[config.mk]
export PLATFORM = sky130hd
export DESIGN_NAME = stim_player_top
export DESIGN_NICKNAME = d
export VERILOG_FILES = /design/src/stim_pkg.sv /design/src/stim_cfg_regs.sv /design/src/stim_loader.sv /design/src/stim_mem.sv /design/src/stim_sequencer.sv /design/src/stim_player_top.sv
export SDC_FILE = /design/constraint.sdc
export NUM_CORES = 2
export LEC_CHECK = 0
export ABC_CLOCK_PERIOD_IN_PS = 8800
export BUFFER_PORTS_ARGS = -buffer_cell sky130_fd_sc_hd__buf_2
export CAP_MARGIN = 20
export CORE_AREA = 4 4 440 442
export DETAILED_ROUTE_END_ITERATION = 8
export DIE_AREA = 0 0 444 446
export PLACE_DENSITY = 0.81
export SLEW_MARGIN = 10
export SYNTH_ARGS = -nofsm -noshare
export SYNTH_HDL_FRONTEND = slang
export SYNTH_HIERARCHICAL = 1
export SYNTH_SLANG_ARGS = --single-unit
[constraint.sdc]
create_clock -name dut_clk -period 8.8 [get_ports dut_clk]
set_input_delay 1.76 -clock dut_clk [delete_from_list [all_inputs] [get_ports dut_clk]]
set_output_delay 1.76 -clock dut_clk [all_outputs]
set_load 0.01 [all_outputs]
[src/stim_pkg.sv]
`default_nettype none

package stim_pkg;

   // ######################################################################
   // widths
   // ######################################################################

   localparam int packet_w   = 32;               // one stimulus packet
   localparam int ctrl_w     = 8;                // bit 0 entry valid, 7:1 delay
   localparam int depth      = 64;               // entries in the memory
   localparam int addr_w     = $clog2(depth);    // memory pointer width
   localparam int cfg_addr_w = 2;                // four host registers
   localparam int cfg_data_w = 16;               // host data bus

   // ######################################################################
   // vector types
   // ######################################################################

   typedef logic [packet_w-1:0]        packet_t;
   typedef logic [ctrl_w-1:0]          ctrl_t;
   typedef logic [packet_w+ctrl_w-1:0] entry_t;  // packet above ctrl byte
   typedef logic [addr_w-1:0]          addr_t;
   typedef logic [ctrl_w-2:0]          delay_t;  // idle cycles after a packet
   typedef logic [cfg_data_w-1:0]      count_t;  // loaded / sent counters

   // replay states
   typedef enum logic [2:0]
   {
      seq_idle   = 3'd0,  // waiting for go
      seq_fetch  = 3'd1,  // read issued to memory
      seq_active = 3'd2,  // entry on the read port, packet offered
      seq_pause  = 3'd3,  // idle gap after a transfer
      seq_done   = 3'd4   // end marker seen, wait for go low
   } seq_state_t;

endpackage

`default_nettype wire

[src/stim_cfg_regs.sv]
`default_nettype none

module stim_cfg_regs
(
   input  wire logic                                dut_clk,
   input  wire logic                                nreset,
   // host port
   input  wire logic                                cfg_write,
   input  wire logic [stim_pkg::cfg_addr_w-1:0]     cfg_addr,
   input  wire logic [stim_pkg::cfg_data_w-1:0]     cfg_wdata,
   output logic      [stim_pkg::cfg_data_w-1:0]     cfg_rdata,
   // control levels
   output logic                                     load,
   output logic                                     go,
   // status from loader and sequencer
   input  wire stim_pkg::count_t                    loaded_count,
   input  wire stim_pkg::count_t                    sent_count,
   input  wire logic                                full,
   input  wire logic                                done,
   input  wire logic                                busy
);

   // ######################################################################
   // control register, address 0
   // ######################################################################

   // only address 0 takes writes, the rest are status
   always_ff @(posedge dut_clk or negedge nreset)
   begin
      if (!nreset)
      begin
         load <= 1'b0;
         go   <= 1'b0;
      end
      else if (cfg_write && (cfg_addr == 2'd0))
      begin
         load <= cfg_wdata[0];  // bit 0 load
         go   <= cfg_wdata[1];  // bit 1 go
      end
   end

   // ######################################################################
   // read mux, zero latency
   // ######################################################################

   always_comb
   begin
      cfg_rdata = '0;
      case (cfg_addr)
         2'd0:
         begin
            cfg_rdata[0] = load;
            cfg_rdata[1] = go;
         end
         2'd1:
         begin
            // status bits
            cfg_rdata[0] = done;
            cfg_rdata[1] = full;
            cfg_rdata[2] = busy;
         end
         2'd2:    cfg_rdata = loaded_count;  // entries written
         2'd3:    cfg_rdata = sent_count;    // packets transferred
         default: cfg_rdata = '0;
      endcase
   end

endmodule

`default_nettype wire

[src/stim_loader.sv]
`default_nettype none

module stim_loader
(
   input  wire logic                 dut_clk,
   input  wire logic                 nreset,
   input  wire logic                 load,
   input  wire logic                 ext_valid,
   input  wire stim_pkg::entry_t     ext_entry,
   output logic                      mem_wr_en,
   output stim_pkg::addr_t           mem_wr_addr,
   output stim_pkg::entry_t          mem_wr_data,
   output stim_pkg::count_t          loaded_count,
   output logic                      full
);

   logic             load_q;     // load, one cycle late
   logic             load_rise;
   stim_pkg::addr_t  wr_ptr;
   stim_pkg::addr_t  ptr_base;   // pointer after rewind
   stim_pkg::count_t cnt_base;
   logic             full_base;

   assign load_rise = load & ~load_q;

   // a new load session starts from address 0 in the same cycle
   assign ptr_base  = load_rise ? '0 : wr_ptr;
   assign cnt_base  = load_rise ? '0 : loaded_count;
   assign full_base = load_rise ? 1'b0 : full;

   assign full        = (loaded_count == stim_pkg::count_t'(stim_pkg::depth));
   assign mem_wr_en   = load & ext_valid & ~full_base;  // drop when full
   assign mem_wr_addr = ptr_base;
   assign mem_wr_data = ext_entry;

   always_ff @(posedge dut_clk or negedge nreset)
   begin
      if (!nreset)
      begin
         load_q       <= 1'b0;
         wr_ptr       <= '0;
         loaded_count <= '0;
      end
      else
      begin
         load_q       <= load;
         wr_ptr       <= ptr_base + mem_wr_en;  // wraps at depth, full blocks it
         loaded_count <= cnt_base + mem_wr_en;
      end
   end

endmodule

`default_nettype wire

[src/stim_mem.sv]
`default_nettype none

module stim_mem
(
   input  wire logic                 dut_clk,
   // write port, from loader
   input  wire logic                 wr_en,
   input  wire stim_pkg::addr_t      wr_addr,
   input  wire stim_pkg::entry_t     wr_data,
   // read port, from sequencer
   input  wire logic                 rd_en,
   input  wire stim_pkg::addr_t      rd_addr,
   output stim_pkg::entry_t          rd_data
);

   stim_pkg::entry_t ram [0:stim_pkg::depth-1];

   always_ff @(posedge dut_clk)
   begin
      if (wr_en)
         ram[wr_addr] <= wr_data;
   end

   // read register holds between fetches, so the packet stays put
   always_ff @(posedge dut_clk)
   begin
      if (rd_en)
         rd_data <= ram[rd_addr];
   end

endmodule

`default_nettype wire

[src/stim_sequencer.sv]
`default_nettype none

module stim_sequencer
(
   input  wire logic                 dut_clk,
   input  wire logic                 nreset,
   input  wire logic                 go,         // may come in async
   input  wire logic                 dut_ready,
   // memory read port
   output logic                      mem_rd_en,
   output stim_pkg::addr_t           mem_rd_addr,
   input  wire stim_pkg::entry_t     mem_rd_data,
   // to the DUT
   output logic                      stim_valid,
   output stim_pkg::packet_t         stim_packet,
   output logic                      stim_done,
   // status
   output logic                      busy,
   output stim_pkg::count_t          sent_count
);

   logic                 go_meta;
   logic                 go_sync;
   stim_pkg::seq_state_t state;
   stim_pkg::seq_state_t state_nxt;
   stim_pkg::addr_t      rd_ptr;
   stim_pkg::delay_t     delay_cnt;   // remaining idle cycles
   stim_pkg::ctrl_t      entry_ctrl;
   stim_pkg::delay_t     entry_delay;
   logic                 entry_valid;
   logic                 xfer;        // packet taken by DUT
   logic                 last_entry;  // pointer at top of memory

   // ######################################################################
   // go synchronizer
   // ######################################################################

   always_ff @(posedge dut_clk or negedge nreset)
   begin
      if (!nreset)
      begin
         go_meta <= 1'b0;
         go_sync <= 1'b0;
      end
      else
      begin
         go_meta <= go;
         go_sync <= go_meta;
      end
   end

   // ######################################################################
   // entry decode and outputs
   // ######################################################################

   assign entry_ctrl  = mem_rd_data[stim_pkg::ctrl_w-1:0];
   assign entry_valid = entry_ctrl[0];
   assign entry_delay = entry_ctrl[stim_pkg::ctrl_w-1:1];
   assign stim_packet = mem_rd_data[stim_pkg::ctrl_w +: stim_pkg::packet_w];

   assign stim_valid  = (state == stim_pkg::seq_active) & entry_valid;
   assign xfer        = stim_valid & dut_ready;
   assign last_entry  = (rd_ptr == stim_pkg::addr_t'(stim_pkg::depth - 1));

   assign mem_rd_en   = (state == stim_pkg::seq_fetch);  // one read per entry
   assign mem_rd_addr = rd_ptr;
   assign stim_done   = (state == stim_pkg::seq_done);
   assign busy        = (state != stim_pkg::seq_idle) & (state != stim_pkg::seq_done);

   // ######################################################################
   // replay FSM
   // ######################################################################

   always_comb
   begin
      state_nxt = state;
      if (!go_sync)
         state_nxt = stim_pkg::seq_idle;  // go low rewinds from anywhere
      else
      begin
         case (state)
            stim_pkg::seq_idle:  state_nxt = stim_pkg::seq_fetch;
            stim_pkg::seq_fetch: state_nxt = stim_pkg::seq_active;  // data next cycle
            stim_pkg::seq_active:
            begin
               if (!entry_valid)
                  state_nxt = stim_pkg::seq_done;  // end marker
               else if (xfer)
               begin
                  if (last_entry)
                     state_nxt = stim_pkg::seq_done;  // ran off the memory
                  else if (entry_delay != '0)
                     state_nxt = stim_pkg::seq_pause;
                  else
                     state_nxt = stim_pkg::seq_fetch;
               end
            end
            stim_pkg::seq_pause:
            begin
               if (delay_cnt <= stim_pkg::delay_t'(1))
                  state_nxt = stim_pkg::seq_fetch;  // last idle cycle
            end
            stim_pkg::seq_done:  state_nxt = stim_pkg::seq_done;
            default:             state_nxt = stim_pkg::seq_idle;
         endcase
      end
   end

   always_ff @(posedge dut_clk or negedge nreset)
   begin
      if (!nreset)
      begin
         state      <= stim_pkg::seq_idle;
         rd_ptr     <= '0;
         delay_cnt  <= '0;
         sent_count <= '0;
      end
      else
      begin
         state <= state_nxt;

         // pointer back to 0 whenever go drops
         if (!go_sync)
            rd_ptr <= '0;
         else if (xfer)
            rd_ptr <= rd_ptr + 1'b1;

         if (xfer)
            delay_cnt <= entry_delay;  // gap owed after this packet
         else if (state == stim_pkg::seq_pause)
            delay_cnt <= delay_cnt - 1'b1;

         // kept across rewinds
         if (xfer)
            sent_count <= sent_count + 1'b1;
      end
   end

endmodule

`default_nettype wire

[src/stim_player_top.sv]
`default_nettype none

module stim_player_top
(
   input  wire logic                                dut_clk,
   input  wire logic                                nreset,
   // host register port
   input  wire logic                                cfg_write,
   input  wire logic [stim_pkg::cfg_addr_w-1:0]     cfg_addr,
   input  wire logic [stim_pkg::cfg_data_w-1:0]     cfg_wdata,
   output logic      [stim_pkg::cfg_data_w-1:0]     cfg_rdata,
   // entry load stream
   input  wire logic                                ext_valid,
   input  wire stim_pkg::entry_t                    ext_entry,
   // DUT side
   input  wire logic                                dut_ready,
   output logic                                     stim_valid,
   output stim_pkg::packet_t                        stim_packet,
   output logic                                     stim_done
);

   logic             load;
   logic             go;
   logic             full;
   logic             busy;
   stim_pkg::count_t loaded_count;
   stim_pkg::count_t sent_count;

   // write side
   logic             mem_wr_en;
   stim_pkg::addr_t  mem_wr_addr;
   stim_pkg::entry_t mem_wr_data;

   // read side
   logic             mem_rd_en;
   stim_pkg::addr_t  mem_rd_addr;
   stim_pkg::entry_t mem_rd_data;

   // ######################################################################
   // host registers
   // ######################################################################

   stim_cfg_regs u_regs
   (
      .dut_clk      (dut_clk),
      .nreset       (nreset),
      .cfg_write    (cfg_write),
      .cfg_addr     (cfg_addr),
      .cfg_wdata    (cfg_wdata),
      .cfg_rdata    (cfg_rdata),
      .load         (load),
      .go           (go),
      .loaded_count (loaded_count),
      .sent_count   (sent_count),
      .full         (full),
      .done         (stim_done),
      .busy         (busy)
   );

   // ######################################################################
   // load path and memory
   // ######################################################################

   stim_loader u_loader
   (
      .dut_clk      (dut_clk),
      .nreset       (nreset),
      .load         (load),
      .ext_valid    (ext_valid),
      .ext_entry    (ext_entry),
      .mem_wr_en    (mem_wr_en),
      .mem_wr_addr  (mem_wr_addr),
      .mem_wr_data  (mem_wr_data),
      .loaded_count (loaded_count),
      .full         (full)
   );

   stim_mem u_mem
   (
      .dut_clk (dut_clk),
      .wr_en   (mem_wr_en),
      .wr_addr (mem_wr_addr),
      .wr_data (mem_wr_data),
      .rd_en   (mem_rd_en),
      .rd_addr (mem_rd_addr),
      .rd_data (mem_rd_data)
   );

   // replay side
   stim_sequencer u_seq
   (
      .dut_clk     (dut_clk),
      .nreset      (nreset),
      .go          (go),
      .dut_ready   (dut_ready),
      .mem_rd_en   (mem_rd_en),
      .mem_rd_addr (mem_rd_addr),
      .mem_rd_data (mem_rd_data),
      .stim_valid  (stim_valid),
      .stim_packet (stim_packet),
      .stim_done   (stim_done),
      .busy        (busy),
      .sent_count  (sent_count)
   );

endmodule

`default_nettype wire

# Word-level counts from Yosys, hierarchy flattened
# Memories as Yosys holds them, arrays and structs flattened. A register that Yosys moved wholly into a read port is not among the register bits.
# Index checks and enable logic that the tools add are counted.
# op_classes
add_sub_neg,5
order_cmp,1
n_eq_ne,13
muxes,19
bitwise_logic,8
n_reduce_logical,7
# op_table
cell,count
$pmux 13 s2,1
$mux 6,3
$add 16x1->16,1
$add 16x1->16 const B,1
$eq 16x7->1 const B,1
$mux 16,1
$mux 3,5
$pmux 3 s5,1
$mux 7,2
$pmux 2 s4,1
$le 7x1->1 const B,1
$reduce_bool 7->1,1
$sub 7x1->7 const B,1
$add 6x1->6,1
$add 6x1->6 const B,1
$and 1x1->1,6
$eq 3x2->1 const B,2
$eq 6x6->1 const B,1
$ne 3x3->1 const B,2
$eq 2x2->1 const B,2
$ne 4x4->1 const B,1
$eq 3x1->1 const B,1
$eq 3x3->1 const B,1
$logic_not 3->1,1
11 further kinds,14
# word_totals
reg_bits,59
mem_bits_rw,2560
inputBits,63
wordCells,65
mem_count,1
# mem_list
name,words,width,rd,rd_clocked_by_memory_dff,wr,line_no,source
u_mem.ram,64,40,1,1,1,stim_mem.sv:16,stim_pkg::entry_t ram [0:stim_pkg::depth-1];

# Longest topological paths before layout
# logic_depth
depth_word,7
depth_mapped,10
mapped_depth_nobuf,9

# Hierarchy
# The synthesis kept the hierarchy.
# by_module_without_submodules
mod,n_inst,cells_per_inst,area_each_um2,seq_area_each_um2
stim_mem,1,4195,98236.7,78074.9
stim_sequencer,1,200,1975.6,850.8
stim_loader,1,152,1451.4,575.6
stim_cfg_regs,1,39,396.6,50.0

# Worst setup path after synthesis
# Ideal clock, no wire load.
# synth_timing
kind,input port to flip-flop
start,input port ext_valid
end,"memory u_mem/ram[48][0] in the netlist's numbering, enable pin"
setup_time_ns,0.487
arrival_time_ns,5.295
t_required_ns,8.313
setup_slack_ns,3.018
path_stages,5
cell_sequence,nand2_1 -> a21oi_1 -> nor2b_1 -> nand4b_1 -> nor3_1
# synth_via
elab_chain_len,4
# synth_rtl
item,line_no,source
from (decl),stim_player_top.sv:13,"input wire logic ext_valid,"
$and 1x1->1 (2 in a row),stim_loader.sv:32,assign mem_wr_en = load & ext_valid & ~full_base;
via mem_wr_en,stim_player_top.sv:30,logic mem_wr_en;
$mux 1,stim_mem.sv:20,if (wr_en)
$mux 1 (not written as such),stim_mem.sv:21,ram[wr_addr] <= wr_data;
to (decl),stim_mem.sv:16,
# The timed path passes the listed nets, and every way through them passes these cells.

# Final worst setup path
# layout_timing
start,input port cfg_addr[0] in the netlist's numbering
end,output port cfg_rdata[1] in the netlist's numbering
# layout_via
elab_chain_len,2
# layout_rtl
item,line_no,source
from (decl),stim_player_top.sv:9,"input wire logic [stim_pkg::cfg_addr_w-1:0] cfg_addr,"
$eq 2x2->1 (tied with other cells),stim_cfg_regs.sv:49,case (cfg_addr)
$pmux 2 s4 (*),stim_cfg_regs.sv:49,
to (decl),stim_player_top.sv:11,"output logic [stim_pkg::cfg_data_w-1:0] cfg_rdata,"
# Every way passes the cells marked *; elsewhere a longest branch is shown, timed or not.

==> run metrics <==
1st-pass router iterations 6; worst reg2reg path depth 7; # DRC 0; Clk pwr share 0.394; Startpoint Class input port; data arrival time of the critical path 2890 ps; worst hold start u_seq/go_meta; Final Cycle Share 0.5289; total track usage 0.2730; CTS Buf Count 231; Core ar. 0.1896 mm^2; CP endpoint kind output pin; Critical Path Fanout Max 18; cell area after synthesis 0.1021 mm^2; Starting Density 0.5383; final HPWL from detailed placement 126600 um; Post-Place Cell Area 0.1054 mm^2; Top FF cell, synth edfxtp_1; Max clock buf depth 3; syn avg cell area 22.25 um^2; worst r2r src u_seq/mem_rd_addr[0]; top post-synthesis cells by area edfxtp_1 (76%), mux4_2 (13%), dfrtp_1 (1.4%); worst stage delay on the critical path 580 ps; Sink Count 2659; CTS tree built; vias in the first global route 52333; # setup viols final 0; first-pass GRT wire length 384600 um; headroom to the max-slew limit 0.09116; Synth top cells by count edfxtp_1 (2600), mux4_2 (610), o22ai_1 (143), mux2i_1 (129), buf_4 (122); Gate Count Post-Synth 4586; minimum clock period 4654 ps; number of max-slew violations in the final report 0; Clock transition at path regs 60 ps; Synth Register Bits 2659; Post-synth EDFFs 2600; r2r endpoint u_mem/rd_data[38]; postcts setup bufs 0; PD cells 230.0 mW/mm^2; post-route cell area 0.1137 mm^2; status completed; Synth-to-Final Area Change 11.37%; clk_skew 103.0 ps; Worst-Margin Slew 1351 ps; GPL Wtd Cong 0.8134; Ys Warns 6; CTS root buf clkbuf_16; cts hold-fix bufs 0; Via density 7.003; H-tree depth 4; Int Power 20.34 mW; Synth top area share 0.7650; post-synth top area cell edfxtp_1; Core Rows 160; Final ANT Viol Nets 0; worst hold path depth 0; Worst Hold Path EP u_seq/go_sync; Mapped Nets 4657; initial antenna violation count 14; Gate power share 0.061; Hold Fails Final Rpt 0; sw frac 0.2218; P_sw 5.797 mW; Max-Cap Viols 0; cell repeated most along the worst path buf_2; final wirelength 277700 um; sequential-to-total area share from yosys stat 0.7795; Async S/R FF share, synth 0.02219; # nets final 4823; reg2reg setup slack 4460 ps; Hold Crit Class reg -> reg; Netlist cell types 63; crit path cell chain buf_2 -> mux4_2 -> buf_2; num ports 113; WP data required 7040 ps; unrepaired setup endpoints after global routing no; Die W 444 um; routed len/inst 37.20 um; kind of critical path in -> out; post-route setup TNS 0 ps; largest net degree at the start of global routing 132; most numerous cell in the Yosys netlist edfxtp_1; Die H 446 um; PostCTS Resize Cnt 0; initial DRC count 8714; leak pwr 34.21 nW; Peak Freq 214.9 MHz; VDD IR max 229.4 uV; # port buffers 98; Slowest cell on crit path mux4_2; number of vias after detailed routing 52275; worst skew pair latency 910 ps; Seq pwr share 0.546; GRT overflow 0; share of layout cells above drive strength 1 0.2683; Die ar. 0.1980 mm^2
==> worst max path at each step <==
stage	to	from	cells past startpoint
global placement	cfg_rdata[0]	cfg_addr[0]	3
CTS	cfg_rdata[1]	cfg_addr[0]	3
global route	cfg_rdata[1]	cfg_addr[0]	3
floorplan	u_mem/ram[48][0]	ext_valid	5
detailed placement	cfg_rdata[1]	cfg_addr[0]	3
finish	cfg_rdata[1]	cfg_addr[0]	3
==> layout make-up <==
cell class	count	area, um^2
antenna	8	20.02
clock inverter	155	1612
multi-input combinational	1599	21140
fill	12139	75920
tap	2511	3142
clock buffer	272	5934
inverter	6	22.52
sequential	2659	79570
timing repair buffer	255	2227
==> registers in the layout, indices dropped and copies added, names as in the netlist <==
name                   count
u_seq/go_sync              1
u_seq/delay_cnt            7
u_seq/go_meta              1
u_regs/load                1
u_regs/go                  1
u_mem/rd_data             40
u_mem/ram               2560
u_loader/load_q            1
u_loader/loaded_count     16
u_seq/sent_count          16
u_loader/wr_ptr            6
u_seq/state                3
u_seq/mem_rd_addr          6
==> metrics by stage <==
stage | std cells | hold WS [ps] | power, mW | utilization | setup WS [ps]
after detailed placement | 6997 | 375.1 | 16.03 | 0.5559 | 4151
after CTS | 7424 | 402.1 | 26.10 | 0.5957 | 4151
after global placement | 6996 | 399.2 | 15.97 | 0.5559 | 4170
after global routing | 7459 | 422.7 | 26.88 | 0.5995 | 4097
after floorplan | 4586 | 331.2 | 15.56 | - | 3018
final | 7465 | 398.9 | 26.14 | 0.5996 | 4146
==> cells in the final DEF, fill, tap and decap left out, types with 41 or more instances in the layout <==
cell type	n
buf_4	118
a21oi_1	75
clkbuf_1	41
o22ai_1	143
clkbuf_16	231
nand2_1	50
mux2i_1	129
mux4_2	610
o221ai_1	42
clkinv_1	61
nor2_1	53
buf_2	98
edfxtp_1	2600
nor2_4	62
dfrtp_1	53
==> logic make-up after synthesis <==
kind of cell,after synthesis,synth area share
buffers and inverters,328,0.01845
muxes,779,0.1517
and+or+nand+nor,365,0.01890
AOI/OAI and AO/OA,413,0.02762
DFF,2659,0.7795
adders and majority gates,8,0.0009808
xor gates and xnor gates,34,0.002918
==> layer usage <==
metal	vias to the layer above	wire (um)	track usage	part of all wire
met1	27046	90780	0.3501	0.33
met4	10	18620	0.1510	0.067
met3	877	32280	0.06217	0.12
li1	19665	-	-	-
met2	4677	136000	0.4378	0.49
met5	-	69	0	0.00025
==> worst max-delay path, delay by kind of cell <==
family,cells,cell delay [ps]
muxes,1,580
buffers and inverters,2,560
==> power groups by stage <==
| stage | logic [mW] | registers, mW | clock network, mW |
|---|---|---|---|
| 5_1_grt | 1.68 | 14.3 | 10.9 |
| 6_report | 1.58 | 14.3 | 10.3 |
| 2_1_floorplan | 1.12 | 14.4 | 0 |
| 4_1_cts | 1.53 | 14.3 | 10.3 |
| 3_3_place_gp | 1.44 | 14.5 | 0 |
| 3_5_place_dp | 1.49 | 14.5 | 0 |
Note: power is estimated with default switching activity, not from simulation.
